**src/rtl/ddr_bridge_config.svh**
```systemverilog
`ifndef DDR_BRIDGE_CONFIG_SVH
`define DDR_BRIDGE_CONFIG_SVH

// ----------------------------------------------------------------------
// bridge widths and sizes
// ----------------------------------------------------------------------
`define NARROW_DW          32   // processor side data
`define WIDE_DW            128  // controller beat
`define LANES              4    // narrow words per beat
`define LANE_W             2    // lane index bits
`define ADDR_W             32   // processor address
`define MEM_ADDR_W         28   // controller address
`define ID_W               4
`define LEN_W              8
`define LANE_Q_DEPTH       2    // outstanding requests per direction
`define LOCK_SETTLE_CYCLES 128  // locked cycles before mem reset release

`endif

```
**src/rtl/ddr_bridge_pkg.sv**
```systemverilog
`include "ddr_bridge_config.svh"

package ddr_bridge_pkg;

  // ----------------------------------------------------------------------
  // wide beat with flat and per lane views
  // ----------------------------------------------------------------------
  typedef union packed {
    logic [`WIDE_DW-1:0]               flat;  // controller view
    logic [`LANES-1:0][`NARROW_DW-1:0] lane;  // steering view
  } beat_u;

  // ----------------------------------------------------------------------
  // channel payloads
  // ----------------------------------------------------------------------
  typedef struct packed {
    logic [`ID_W-1:0]   id;
    logic [`ADDR_W-1:0] addr;  // byte address
    logic [`LEN_W-1:0]  len;
  } aw_req_t;

  typedef aw_req_t ar_req_t;  // reads use the same layout

  typedef struct packed {
    logic [`ID_W-1:0]       id;
    logic [`MEM_ADDR_W-1:0] addr;  // beat aligned
    logic [`LEN_W-1:0]      len;
  } mem_aw_req_t;  // also carries wide read requests

  typedef struct packed {
    logic [`NARROW_DW-1:0]   data;
    logic [`NARROW_DW/8-1:0] strb;
    logic                    last;
  } w_beat_t;

  typedef struct packed {
    beat_u                 data;
    logic [`WIDE_DW/8-1:0] strb;  // one lane active
    logic                  last;
  } mem_w_beat_t;

  typedef struct packed {
    logic [`ID_W-1:0] id;
    logic [1:0]       resp;
  } b_rsp_t;

  typedef struct packed {
    logic [`ID_W-1:0]      id;
    logic [`NARROW_DW-1:0] data;
    logic [1:0]            resp;
    logic                  last;
  } r_beat_t;

  typedef struct packed {
    logic [`ID_W-1:0] id;
    beat_u            data;
    logic [1:0]       resp;
    logic             last;
  } mem_r_beat_t;

  typedef enum logic [1:0] {
    HOLD   = 2'd0,  // waiting for pll lock
    SETTLE = 2'd1,  // lock seen and counting
    MEM_UP = 2'd2,  // controller out of reset
    READY  = 2'd3   // user side running
  } rst_state_e;

endpackage

```
**src/rtl/lock_settle_timer.sv**
```systemverilog
`timescale 1ns/1ns
`include "ddr_bridge_config.svh"

module lock_settle_timer (
  input  logic sys_clk,
  input  logic sys_rstn,
  input  logic count_en,  // locked and settling
  output logic settled
);

  localparam int LIMIT = `LOCK_SETTLE_CYCLES;
  localparam int CNT_W = $clog2(LIMIT + 1);

  logic [CNT_W-1:0] cnt;  // consecutive locked cycles

  always_ff @(posedge sys_clk or negedge sys_rstn) begin
    if (!sys_rstn) begin
      cnt <= '0;
    end else if (!count_en) begin
      cnt <= '0;  // any gap restarts the wait
    end else if (!settled) begin
      cnt <= cnt + 1'b1;  // holds at limit
    end
  end

  assign settled = (cnt == CNT_W'(LIMIT));

  // the count only advances on enabled cycles
  settle_after_count_a: assert property (@(posedge sys_clk) disable iff (!sys_rstn)
    $rose(settled) |-> $past(count_en));

endmodule

```
**src/rtl/mem_reset_fsm.sv**
```systemverilog
`timescale 1ns/1ns

module mem_reset_fsm (
  input  logic sys_clk,
  input  logic sys_rstn,
  input  logic pll_locked,   // clock source stable
  input  logic ctrl_locked,  // controller clocking stable
  input  logic ctrl_srst,    // controller sync reset
  output logic mem_rstn,     // to memory controller
  output logic ui_rstn       // to user side logic
);

  import ddr_bridge_pkg::*;

  rst_state_e state;
  rst_state_e state_nxt;
  logic       count_en;
  logic       settled;

  assign count_en = (state == SETTLE) && pll_locked;

  lock_settle_timer settle_i (
    .sys_clk  (sys_clk),
    .sys_rstn (sys_rstn),
    .count_en (count_en),
    .settled  (settled)
  );

  // ----------------------------------------------------------------------
  // sequencing
  // ----------------------------------------------------------------------
  always_comb begin
    state_nxt = state;
    if (!pll_locked) begin
      state_nxt = HOLD;  // lock loss wins from any state
    end else begin
      case (state)
        HOLD:    state_nxt = SETTLE;
        SETTLE:  if (settled) state_nxt = MEM_UP;
        MEM_UP:  if (ctrl_locked && !ctrl_srst) state_nxt = READY;
        READY:   if (!ctrl_locked || ctrl_srst) state_nxt = MEM_UP;  // soft reset
        default: state_nxt = HOLD;
      endcase
    end
  end

  always_ff @(posedge sys_clk or negedge sys_rstn) begin
    if (!sys_rstn) begin
      state    <= HOLD;
      mem_rstn <= 1'b0;
      ui_rstn  <= 1'b0;
    end else begin
      state    <= state_nxt;
      mem_rstn <= (state_nxt == MEM_UP) || (state_nxt == READY);  // from next state
      ui_rstn  <= (state_nxt == READY);
    end
  end

  // user side never runs with the controller held in reset
  ui_needs_mem_a: assert property (@(posedge sys_clk) disable iff (!sys_rstn)
    ui_rstn |-> mem_rstn);

endmodule

```
**src/rtl/lane_fifo.sv**
```systemverilog
`timescale 1ns/1ns
`include "ddr_bridge_config.svh"

module lane_fifo #(
  parameter int DEPTH = `LANE_Q_DEPTH  // power of two
) (
  input  logic               sys_clk,
  input  logic               sys_rstn,
  input  logic               clear,      // flush all entries
  input  logic               push,
  input  logic [`LANE_W-1:0] push_lane,
  input  logic               pop,
  output logic [`LANE_W-1:0] head_lane,  // oldest entry
  output logic               full,
  output logic               empty
);

  localparam int PTR_W = (DEPTH > 1) ? $clog2(DEPTH) : 1;
  localparam int CNT_W = $clog2(DEPTH + 1);

  logic [`LANE_W-1:0] slot [DEPTH];  // lane storage
  logic [PTR_W-1:0]   rd_ptr;
  logic [PTR_W-1:0]   wr_ptr;
  logic [CNT_W-1:0]   count;         // occupancy

  assign wr_ptr    = rd_ptr + count[PTR_W-1:0];  // wraps with power of two depth
  assign head_lane = slot[rd_ptr];
  assign full      = (count == CNT_W'(DEPTH));
  assign empty     = (count == '0);

  always_ff @(posedge sys_clk) begin
    if (push) begin
      slot[wr_ptr] <= push_lane;
    end
  end

  always_ff @(posedge sys_clk or negedge sys_rstn) begin
    if (!sys_rstn) begin
      rd_ptr <= '0;
      count  <= '0;
    end else if (clear) begin
      rd_ptr <= '0;  // drop everything queued
      count  <= '0;
    end else begin
      if (pop) begin
        rd_ptr <= rd_ptr + 1'b1;
      end
      case ({push, pop})
        2'b10:   count <= count + 1'b1;
        2'b01:   count <= count - 1'b1;
        default: count <= count;  // idle or push with pop
      endcase
    end
  end

  // callers gate their ready signals on full and empty
  no_push_full_a: assert property (@(posedge sys_clk) disable iff (!sys_rstn || clear)
    push |-> !full);
  no_pop_empty_a: assert property (@(posedge sys_clk) disable iff (!sys_rstn || clear)
    pop |-> !empty);

endmodule

```
**src/rtl/write_lane_steer.sv**
```systemverilog
`timescale 1ns/1ns
`include "ddr_bridge_config.svh"

module write_lane_steer (
  input  logic                        sys_clk,
  input  logic                        sys_rstn,
  input  logic                        clear,        // user side in reset
  input  ddr_bridge_pkg::aw_req_t     aw,
  input  logic                        aw_valid,
  output logic                        aw_ready,
  input  ddr_bridge_pkg::w_beat_t     w,
  input  logic                        w_valid,
  output logic                        w_ready,
  output ddr_bridge_pkg::mem_aw_req_t mem_aw,
  output logic                        mem_aw_valid,
  input  logic                        mem_awready,
  output ddr_bridge_pkg::mem_w_beat_t mem_w,
  output logic                        mem_w_valid,
  input  logic                        mem_wready
);

  import ddr_bridge_pkg::*;

  localparam int OFS_W   = $clog2(`WIDE_DW / 8);  // byte offset bits within a beat
  localparam int NSTRB   = `NARROW_DW / 8;
  localparam int WSTRB_W = `WIDE_DW / 8;

  logic               q_full;
  logic               q_empty;
  logic [`LANE_W-1:0] head_lane;  // lane of oldest write awaiting data

  // ----------------------------------------------------------------------
  // address channel
  // ----------------------------------------------------------------------
  assign aw_ready     = mem_awready && !q_full;  // room for one more lane
  assign mem_aw_valid = aw_valid && !q_full;

  always_comb begin
    mem_aw.id   = aw.id;
    mem_aw.addr = {aw.addr[`MEM_ADDR_W-1:OFS_W], {OFS_W{1'b0}}};  // beat aligned
    mem_aw.len  = aw.len;
  end

  lane_fifo #(.DEPTH(`LANE_Q_DEPTH)) lane_q_i (
    .sys_clk   (sys_clk),
    .sys_rstn  (sys_rstn),
    .clear     (clear),
    .push      (aw_valid && aw_ready),
    .push_lane (aw.addr[OFS_W-1 -: `LANE_W]),  // word select bits
    .pop       (w_valid && w_ready),
    .head_lane (head_lane),
    .full      (q_full),
    .empty     (q_empty)
  );

  // ----------------------------------------------------------------------
  // data channel
  // ----------------------------------------------------------------------
  assign w_ready     = mem_wready && !q_empty;  // data waits for its address
  assign mem_w_valid = w_valid && !q_empty;

  always_comb begin
    mem_w.data.lane = {`LANES{w.data}};  // same word in every lane
    mem_w.strb      = WSTRB_W'(w.strb) << (NSTRB * head_lane);  // target lane only
    mem_w.last      = w.last;
  end

endmodule

```
**src/rtl/read_lane_select.sv**
```systemverilog
`timescale 1ns/1ns
`include "ddr_bridge_config.svh"

module read_lane_select (
  input  logic                        sys_clk,
  input  logic                        sys_rstn,
  input  logic                        clear,        // user side in reset
  input  ddr_bridge_pkg::ar_req_t     ar,
  input  logic                        ar_valid,
  output logic                        ar_ready,
  output ddr_bridge_pkg::r_beat_t     r,
  output logic                        r_valid,
  input  logic                        r_ready,
  output ddr_bridge_pkg::mem_aw_req_t mem_ar,
  output logic                        mem_ar_valid,
  input  logic                        mem_arready,
  input  ddr_bridge_pkg::mem_r_beat_t mem_r,
  input  logic                        mem_r_valid,
  output logic                        mem_rready
);

  import ddr_bridge_pkg::*;

  localparam int OFS_W = $clog2(`WIDE_DW / 8);

  logic               q_full;
  logic               q_empty;
  logic [`LANE_W-1:0] head_lane;  // lane of oldest read in flight

  assign ar_ready     = mem_arready && !q_full;
  assign mem_ar_valid = ar_valid && !q_full;

  always_comb begin
    mem_ar.id   = ar.id;
    mem_ar.addr = {ar.addr[`MEM_ADDR_W-1:OFS_W], {OFS_W{1'b0}}};  // beat aligned
    mem_ar.len  = ar.len;
  end

  lane_fifo #(.DEPTH(`LANE_Q_DEPTH)) lane_q_i (
    .sys_clk   (sys_clk),
    .sys_rstn  (sys_rstn),
    .clear     (clear),
    .push      (ar_valid && ar_ready),
    .push_lane (ar.addr[OFS_W-1 -: `LANE_W]),
    .pop       (r_valid && r_ready),  // one beat per request
    .head_lane (head_lane),
    .full      (q_full),
    .empty     (q_empty)
  );

  always_comb begin
    r.id   = mem_r.id;
    r.data = mem_r.data.lane[head_lane];  // pick the requested word
    r.resp = mem_r.resp;
    r.last = mem_r.last;
  end

  assign r_valid    = mem_r_valid;
  assign mem_rready = r_ready;

  // controller returns data only for reads that were issued
  r_has_request_a: assert property (@(posedge sys_clk) disable iff (!sys_rstn || clear)
    (r_valid && r_ready) |-> !q_empty);

endmodule

```
**src/rtl/master_mux.sv**
```systemverilog
`timescale 1ns/1ns

module master_mux (
  input  logic                    master_sel,  // high selects m1
  // master 0
  input  ddr_bridge_pkg::aw_req_t m0_aw,
  input  logic                    m0_aw_valid,
  output logic                    m0_aw_ready,
  input  ddr_bridge_pkg::w_beat_t m0_w,
  input  logic                    m0_w_valid,
  output logic                    m0_w_ready,
  output ddr_bridge_pkg::b_rsp_t  m0_b,
  output logic                    m0_b_valid,
  input  logic                    m0_b_ready,
  input  ddr_bridge_pkg::ar_req_t m0_ar,
  input  logic                    m0_ar_valid,
  output logic                    m0_ar_ready,
  output ddr_bridge_pkg::r_beat_t m0_r,
  output logic                    m0_r_valid,
  input  logic                    m0_r_ready,
  // master 1
  input  ddr_bridge_pkg::aw_req_t m1_aw,
  input  logic                    m1_aw_valid,
  output logic                    m1_aw_ready,
  input  ddr_bridge_pkg::w_beat_t m1_w,
  input  logic                    m1_w_valid,
  output logic                    m1_w_ready,
  output ddr_bridge_pkg::b_rsp_t  m1_b,
  output logic                    m1_b_valid,
  input  logic                    m1_b_ready,
  input  ddr_bridge_pkg::ar_req_t m1_ar,
  input  logic                    m1_ar_valid,
  output logic                    m1_ar_ready,
  output ddr_bridge_pkg::r_beat_t m1_r,
  output logic                    m1_r_valid,
  input  logic                    m1_r_ready,
  // shared downstream side
  output ddr_bridge_pkg::aw_req_t aw,
  output logic                    aw_valid,
  input  logic                    aw_ready,
  output ddr_bridge_pkg::w_beat_t w,
  output logic                    w_valid,
  input  logic                    w_ready,
  input  ddr_bridge_pkg::b_rsp_t  b,
  input  logic                    b_valid,
  output logic                    b_ready,
  output ddr_bridge_pkg::ar_req_t ar,
  output logic                    ar_valid,
  input  logic                    ar_ready,
  input  ddr_bridge_pkg::r_beat_t r,
  input  logic                    r_valid,
  output logic                    r_ready
);

  import ddr_bridge_pkg::*;

  // requests from the selected master
  assign aw       = master_sel ? m1_aw       : m0_aw;
  assign aw_valid = master_sel ? m1_aw_valid : m0_aw_valid;
  assign w        = master_sel ? m1_w        : m0_w;
  assign w_valid  = master_sel ? m1_w_valid  : m0_w_valid;
  assign ar       = master_sel ? m1_ar       : m0_ar;
  assign ar_valid = master_sel ? m1_ar_valid : m0_ar_valid;
  assign b_ready  = master_sel ? m1_b_ready  : m0_b_ready;
  assign r_ready  = master_sel ? m1_r_ready  : m0_r_ready;

  // idle master sees no handshakes
  assign m0_aw_ready = !master_sel && aw_ready;
  assign m1_aw_ready = master_sel && aw_ready;
  assign m0_w_ready  = !master_sel && w_ready;
  assign m1_w_ready  = master_sel && w_ready;
  assign m0_ar_ready = !master_sel && ar_ready;
  assign m1_ar_ready = master_sel && ar_ready;

  // responses zeroed toward the idle master
  assign m0_b       = master_sel ? '0 : b;
  assign m1_b       = master_sel ? b  : '0;
  assign m0_b_valid = !master_sel && b_valid;
  assign m1_b_valid = master_sel && b_valid;
  assign m0_r       = master_sel ? '0 : r;
  assign m1_r       = master_sel ? r  : '0;
  assign m0_r_valid = !master_sel && r_valid;
  assign m1_r_valid = master_sel && r_valid;

endmodule

```
**src/rtl/ddr_bridge_top.sv**
```systemverilog
`timescale 1ns/1ns

module ddr_bridge_top (
  input  logic                        sys_clk,
  input  logic                        sys_rstn,
  input  logic                        pll_locked,
  input  logic                        ctrl_locked,
  input  logic                        ctrl_srst,
  input  logic                        master_sel,  // high hands the port to m1
  output logic                        mem_rstn,
  output logic                        ui_rstn,
  // processor side master
  input  ddr_bridge_pkg::aw_req_t     m0_aw,
  input  logic                        m0_aw_valid,
  output logic                        m0_aw_ready,
  input  ddr_bridge_pkg::w_beat_t     m0_w,
  input  logic                        m0_w_valid,
  output logic                        m0_w_ready,
  output ddr_bridge_pkg::b_rsp_t      m0_b,
  output logic                        m0_b_valid,
  input  logic                        m0_b_ready,
  input  ddr_bridge_pkg::ar_req_t     m0_ar,
  input  logic                        m0_ar_valid,
  output logic                        m0_ar_ready,
  output ddr_bridge_pkg::r_beat_t     m0_r,
  output logic                        m0_r_valid,
  input  logic                        m0_r_ready,
  // alternate master
  input  ddr_bridge_pkg::aw_req_t     m1_aw,
  input  logic                        m1_aw_valid,
  output logic                        m1_aw_ready,
  input  ddr_bridge_pkg::w_beat_t     m1_w,
  input  logic                        m1_w_valid,
  output logic                        m1_w_ready,
  output ddr_bridge_pkg::b_rsp_t      m1_b,
  output logic                        m1_b_valid,
  input  logic                        m1_b_ready,
  input  ddr_bridge_pkg::ar_req_t     m1_ar,
  input  logic                        m1_ar_valid,
  output logic                        m1_ar_ready,
  output ddr_bridge_pkg::r_beat_t     m1_r,
  output logic                        m1_r_valid,
  input  logic                        m1_r_ready,
  // controller port
  output ddr_bridge_pkg::mem_aw_req_t mem_aw,
  output logic                        mem_aw_valid,
  input  logic                        mem_awready,
  output ddr_bridge_pkg::mem_w_beat_t mem_w,
  output logic                        mem_w_valid,
  input  logic                        mem_wready,
  input  ddr_bridge_pkg::b_rsp_t      mem_b,
  input  logic                        mem_b_valid,
  output logic                        mem_bready,
  output ddr_bridge_pkg::mem_aw_req_t mem_ar,
  output logic                        mem_ar_valid,
  input  logic                        mem_arready,
  input  ddr_bridge_pkg::mem_r_beat_t mem_r,
  input  logic                        mem_r_valid,
  output logic                        mem_rready
);

  import ddr_bridge_pkg::*;

  // ----------------------------------------------------------------------
  // selected narrow master
  // ----------------------------------------------------------------------
  aw_req_t aw;
  logic    aw_valid;
  logic    aw_ready;
  w_beat_t w;
  logic    w_valid;
  logic    w_ready;
  ar_req_t ar;
  logic    ar_valid;
  logic    ar_ready;
  r_beat_t r;
  logic    r_valid;
  logic    r_ready;

  mem_reset_fsm reset_fsm_i (.*);

  // write response goes straight to the controller port
  master_mux mux_i (
    .*,
    .b       (mem_b),
    .b_valid (mem_b_valid),
    .b_ready (mem_bready)
  );

  // lane queues flush while the user side is in reset
  write_lane_steer wr_steer_i (
    .*,
    .clear (!ui_rstn)
  );

  read_lane_select rd_sel_i (
    .*,
    .clear (!ui_rstn)
  );

endmodule

```
**config.mk**
```make
export PLATFORM = sky130hd
export DESIGN_NAME = ddr_bridge_top
export DESIGN_NICKNAME = d
export VERILOG_FILES = /design/src/rtl/ddr_bridge_pkg.sv /design/src/rtl/lock_settle_timer.sv /design/src/rtl/mem_reset_fsm.sv /design/src/rtl/lane_fifo.sv /design/src/rtl/write_lane_steer.sv /design/src/rtl/read_lane_select.sv /design/src/rtl/master_mux.sv /design/src/rtl/ddr_bridge_top.sv
export VERILOG_INCLUDE_DIRS = /design/src /design/src/rtl
export SDC_FILE = /design/constraint.sdc
export NUM_CORES = 1
export LEC_CHECK = 0
export ABC_AREA = 1
export BUFFER_PORTS_ARGS = -buffer_cell sky130_fd_sc_hd__buf_2
export CORE_AREA = 2 2 293 295
export CTS_BUF_LIST = sky130_fd_sc_hd__clkbuf_8
export DETAILED_ROUTE_END_ITERATION = 16
export DIE_AREA = 0 0 295 297
export GPL_TIMING_DRIVEN = 0
export SLEW_MARGIN = 20
export SYNTH_ARGS = -nofsm -noshare
export SYNTH_HDL_FRONTEND = slang
export SYNTH_HIERARCHICAL = 1
export SYNTH_SLANG_ARGS = --single-unit
```
**constraint.sdc**
```tcl
create_clock -name sys_clk -period 3.3 [get_ports sys_clk]
set_input_delay 0.165 -clock sys_clk [delete_from_list [all_inputs] [get_ports sys_clk]]
set_output_delay 0.165 -clock sys_clk [all_outputs]
set_load 0.02 [all_outputs]
```
# == After elaboration in Yosys (flattened, before gate mapping) ==
# Memory sizes are Yosys's and may differ from the RTL's.
# Index checks and enable logic that the tools add are counted.
# op_classes
add_sub_neg,9
order_cmp,1
n_eq_ne,17
shifts,1
n_mux,33
reduce_logical,32
# ops
op,count
two-way mux 44 bit,2
two-way mux 39 bit,2
binary-select mux 32 bit (select 2 bit),1
two-way mux 37 bit,1
two-way mux 32 bit,1
logical AND 1 bit,22
"equality test 2 bit, second input constant",8
two-way mux 8 bit,2
<< shifter 4 x 4 -> 16 bit,1
two-way mux 1 bit,13
two-way mux 2 bit,6
two-way mux 6 bit,2
"adder 8 x 1 -> 8 bit, second input constant",1
"equality test 8 bit, second input constant",1
case mux 2 bit (2 select lines),2
case mux 2 bit (4 select lines),1
"equality test 2 x 1 -> 1 bit, second input constant",3
logical NOT 1 bit,6
"!= test 3 x 1 -> 1 bit, second input constant",2
"adder 2 x 1 -> 2 bit, second input constant",2
logical NOT 2 bit,2
"!= test 2 x 1 -> 1 bit, second input constant",2
"subtractor 2 x 1 -> 2 bit, second input constant",2
"less-than comparator 2 x 3 -> 1 bit, second input constant",1
4 further kinds,7
# word_totals
regBits,18
mem_bits_rw,8
inputBits,412
wordCells,103
memories,2
# memory_table
name,depth,word_bits,rd,rd_ports_with_merged_regs,wr,line,rtl
rd_sel_i.lane_q_i.slot,2,2,1,0,1,lane_fifo.sv:21,logic [`LANE_W-1:0] slot [DEPTH];
wr_steer_i.lane_q_i.slot,2,2,1,0,1,lane_fifo.sv:21,

# == Longest topological paths before layout ==
# depth
word_depth,7
mapped_depth,12

# == By module ==
# Netlist, hierarchy kept.
# by_module_without_submodules
mod,n_inst,cells_per_inst,area_per_inst_um2
master_mux,1,631,2494.9
read_lane_select,1,431,1961.9
write_lane_steer,1,209,1438.9
lane_fifo,2,35,337.8
lock_settle_timer,1,66,478.0
mem_reset_fsm,1,17,156.4
ddr_bridge_top,1,1,3.8

# == Worst setup path before layout ==
# OpenSTA, ideal clock, no wires.
# synth_path
path_kind,register to output
startpoint,register rd_sel_i.lane_q_i.rd_ptr
endpoint,output m0_r[10] in the netlist's numbering
arrival_time_ps,1601
required_time_ps,3135
slack_ps,1534
stages_incl_launch_ff,9
n_path_buf,2
path_cell_list,dfrtp_1 -> mux2_2 -> buf_6 -> inv_1 -> buf_6 -> nand3_1 -> nand2_1 -> inv_1 -> nor2_1
# synth_rtl
element,line,rtl
start: declaration,lane_fifo.sv:22,logic [PTR_W-1:0] rd_ptr;
start signal: assignment,lane_fifo.sv:46,rd_ptr <= rd_ptr + 1'b1;
end: declaration,ddr_bridge_top.sv:25,"output ddr_bridge_pkg::r_beat_t m0_r,"

==> results_dict.tcl <==
set metrics [dict create \
    min_path_type "input port to flip-flop" \
    numCtsBuffers 3 \
    ioPinCount 744 \
    fin_ws_ns 0.729 \
    report.final.slew_viol_count 0 \
    drv_cap 0 \
    syn_inst 1388 \
    end_kind "output pin" \
    htreeDepth 1 \
    vias 10034 \
    grt_util_all_layers 0.0931 \
    rsz0062_at_grt "false" \
    hpwl_um 40600 \
    start_util 0.0837 \
    finalSetupViolCount 0 \
    peakVddDrop_mv 0.129 \
    drive_gt1_frac 0.478 \
    path_buf_inv 5 \
    stdcell_count 3252 \
    p_int_uw 1200 \
    drt_iter0_markers 469 \
    grt_pass1_wl_um 59600 \
    fmax_mhz 389 \
    switching_share 0.498 \
    period_minus_slack_ns 2.57 \
    seqPwrFrac 0.142 \
    hold_violations 0 \
    crit_path_start_kind "flip-flop" \
    placed_area_mm2 0.0120 \
    gp_routability_congestion 0.878 \
    clock_latency_ns 0.26 \
    p_switching_uw 1190 \
    dp_cells 3241 \
    n_fill_cell 9873 \
    cp.required_ns 3.13 \
    dp_slack_ns 0.876 \
    path_delay_family "buffers and inverters" \
    die_area_mm2 0.0876 \
    grt_pass1_vias 9554 \
    wire_per_inst_um 13.7 \
    cp_slowest_cell "dfrtp_1" \
    fin_crit_sh 0.779 \
    post-route-cell-area_mm2 0.0121 \
    grt_max_degree 19 \
    skew_ns 0.00306 \
    syn_area_per_cell_um2 5.09 \
    area_delta_synth_final_pct 71.5 \
    path_clk_slew_ns 0.09 \
    rows 107 \
    combPwrFrac 0.773 \
    cts_tree "done" \
    p_leak_uw 0.00826 \
    critical_path.cell_chain "mux2_2 > buf_6 > inv_1 > buf_6 > nand3_1 > nand2_1 > inv_1 > nor2_1 > buf_2" \
    grt_antenna_before_repair 14 \
    post_cts_buffers 0 \
    synth_area_mm2 0.00707 \
    core_area_mm2 0.0845 \
    cts-root-buf "clkbuf_8" \
    clkPwrFrac 0.084 \
    dieHeight_um 297 \
    drtAntennaViolNets 0 \
    crit_path_max_incr_delay_ns 0.44 \
    firstDrtPassIters 7 \
    cts_sinks 26 \
    wirelength_um 44400 \
    yosysWarnings 6 \
    worstPathArrival_ns 2.41 \
    path_max_fanout 10 \
    setup_tns_ns 0 \
    path_class "flip-flop to output pin" \
    status "complete, no violations" \
    p_per_area_mw_per_mm2 197 \
    io_buffers 703 \
    slew_headroom 0.609 \
    fin_nets 2517 \
    cts_buffer_depth 2 \
    tightest_slew_ns 0.582 \
    grt.overflow.total 0 \
    drc 0 \
    via_per_inst 3.09 \
    fp.dieW_um 295 \
]
power by group through the flow:
stage,Combinational (µW),Sequential (µW),Clock [µW]
6_report,1850,340,202
5_1_grt,2000,341,228
3_3_place_gp,1860,347,0
4_1_cts,1870,340,208
2_1_floorplan,1110,346,0
3_5_place_dp,1870,347,0
metrics by stage:
stage | power, µW | hold slack, ns | util
3_3_place_gp | 2210 | 0.123 | 0.143
4_1_cts | 2420 | 0.134 | 0.143
2_1_floorplan | 1450 | -0.131 | -
5_1_grt | 2570 | 0.152 | 0.144
6_report | 2390 | 0.137 | 0.144
3_5_place_dp | 2210 | 0.124 | 0.143
cell usage in the layout (no fill, tap or decap):
master	count
conb_1	8
buf_2	738
inv_2	3
a21oi_1	7
xor2_1	2
edfxtp_1	8
diode_2	6
nor2_1	84
o21ai_0	4
dfrtp_1	18
mux2_2	4
nand4_1	5
clkbuf_8	4
nand2_2	4
inv_6	1
nor3_1	4
dlygate4sd3_1	1
buf_6	20
nor2_4	1
and2_1	2
nand3_1	80
buf_4	225
nor2_2	5
inv_1	264
nand2_1	608
ha_1	2
routing by layer:
metal	vias to the layer above	share of wire	global-route usage
met3	66	0.066	0.0126
li1	5173	-	-
met4	4	0.036	0.0332
met5	-	0.00050	0
met2	505	0.46	0.164
met1	4286	0.43	0.114
state kept, by name, indices dropped and copies added, names as in the netlist:
signal	cells
reset_fsm_i/settle_i/cnt	8
rd_sel_i/lane_q_i/slot	4
wr_steer_i/lane_q_i/slot	4
rd_sel_i/lane_q_i/count	2
reset_fsm_i/state	2
wr_steer_i/lane_q_i/count	2
rd_sel_i/lane_q_i/rd_ptr	1
reset_fsm_i/mem_rstn	1
reset_fsm_i/ui_rstn	1
wr_steer_i/lane_q_i/rd_ptr	1
path summary, 6_finish.rpt:
kind	slack [ns]	startpoint	depth (start not counted)	to
worst max-delay path	0.73	rd_sel_i/lane_q_i/rd_ptr	9	m0_r[25]
worst min-delay path	0.14	ctrl_srst	4	reset_fsm_i/ui_rstn
worst max register to register	1.48	rd_sel_i/lane_q_i/count[0]	9	rd_sel_i/lane_q_i/count[1]
worst min register to register	0.56	wr_steer_i/lane_q_i/rd_ptr	1	wr_steer_i/lane_q_i/rd_ptr
max in group asynchronous	2.65	sys_rstn	2	reset_fsm_i/settle_i/cnt[7]
min in group asynchronous	0.35	sys_rstn	2	reset_fsm_i/ui_rstn
worst register-to-register path: cells and delay by family (launching register included):
kind                   cells  cell delay (ns)
AND/OR/NAND/NOR            6             0.99
buffers and inverters      3             0.31
flip-flops                 1             0.44
final cells by class:
cell class              instances  area, µm²  share of cell area
inverters                     268       1010              0.0834
plain buffers                 280       2090               0.172
well taps                    1144       1430               0.118
multi-input cells             820       3300               0.272
clock buffers                   4       55.1             0.00454
flip-flops and latches         26        691              0.0570
diodes                          6       15.0             0.00124
repair buffers                704       3530               0.291
repair_timing:
item | in CTS | in global routing
resized for setup | 0 | 0
endpoints found under the hold margin | 18 | 0
hold buffers | 1 | 0
No activity file was read; power rests on OpenSTA's default activity.
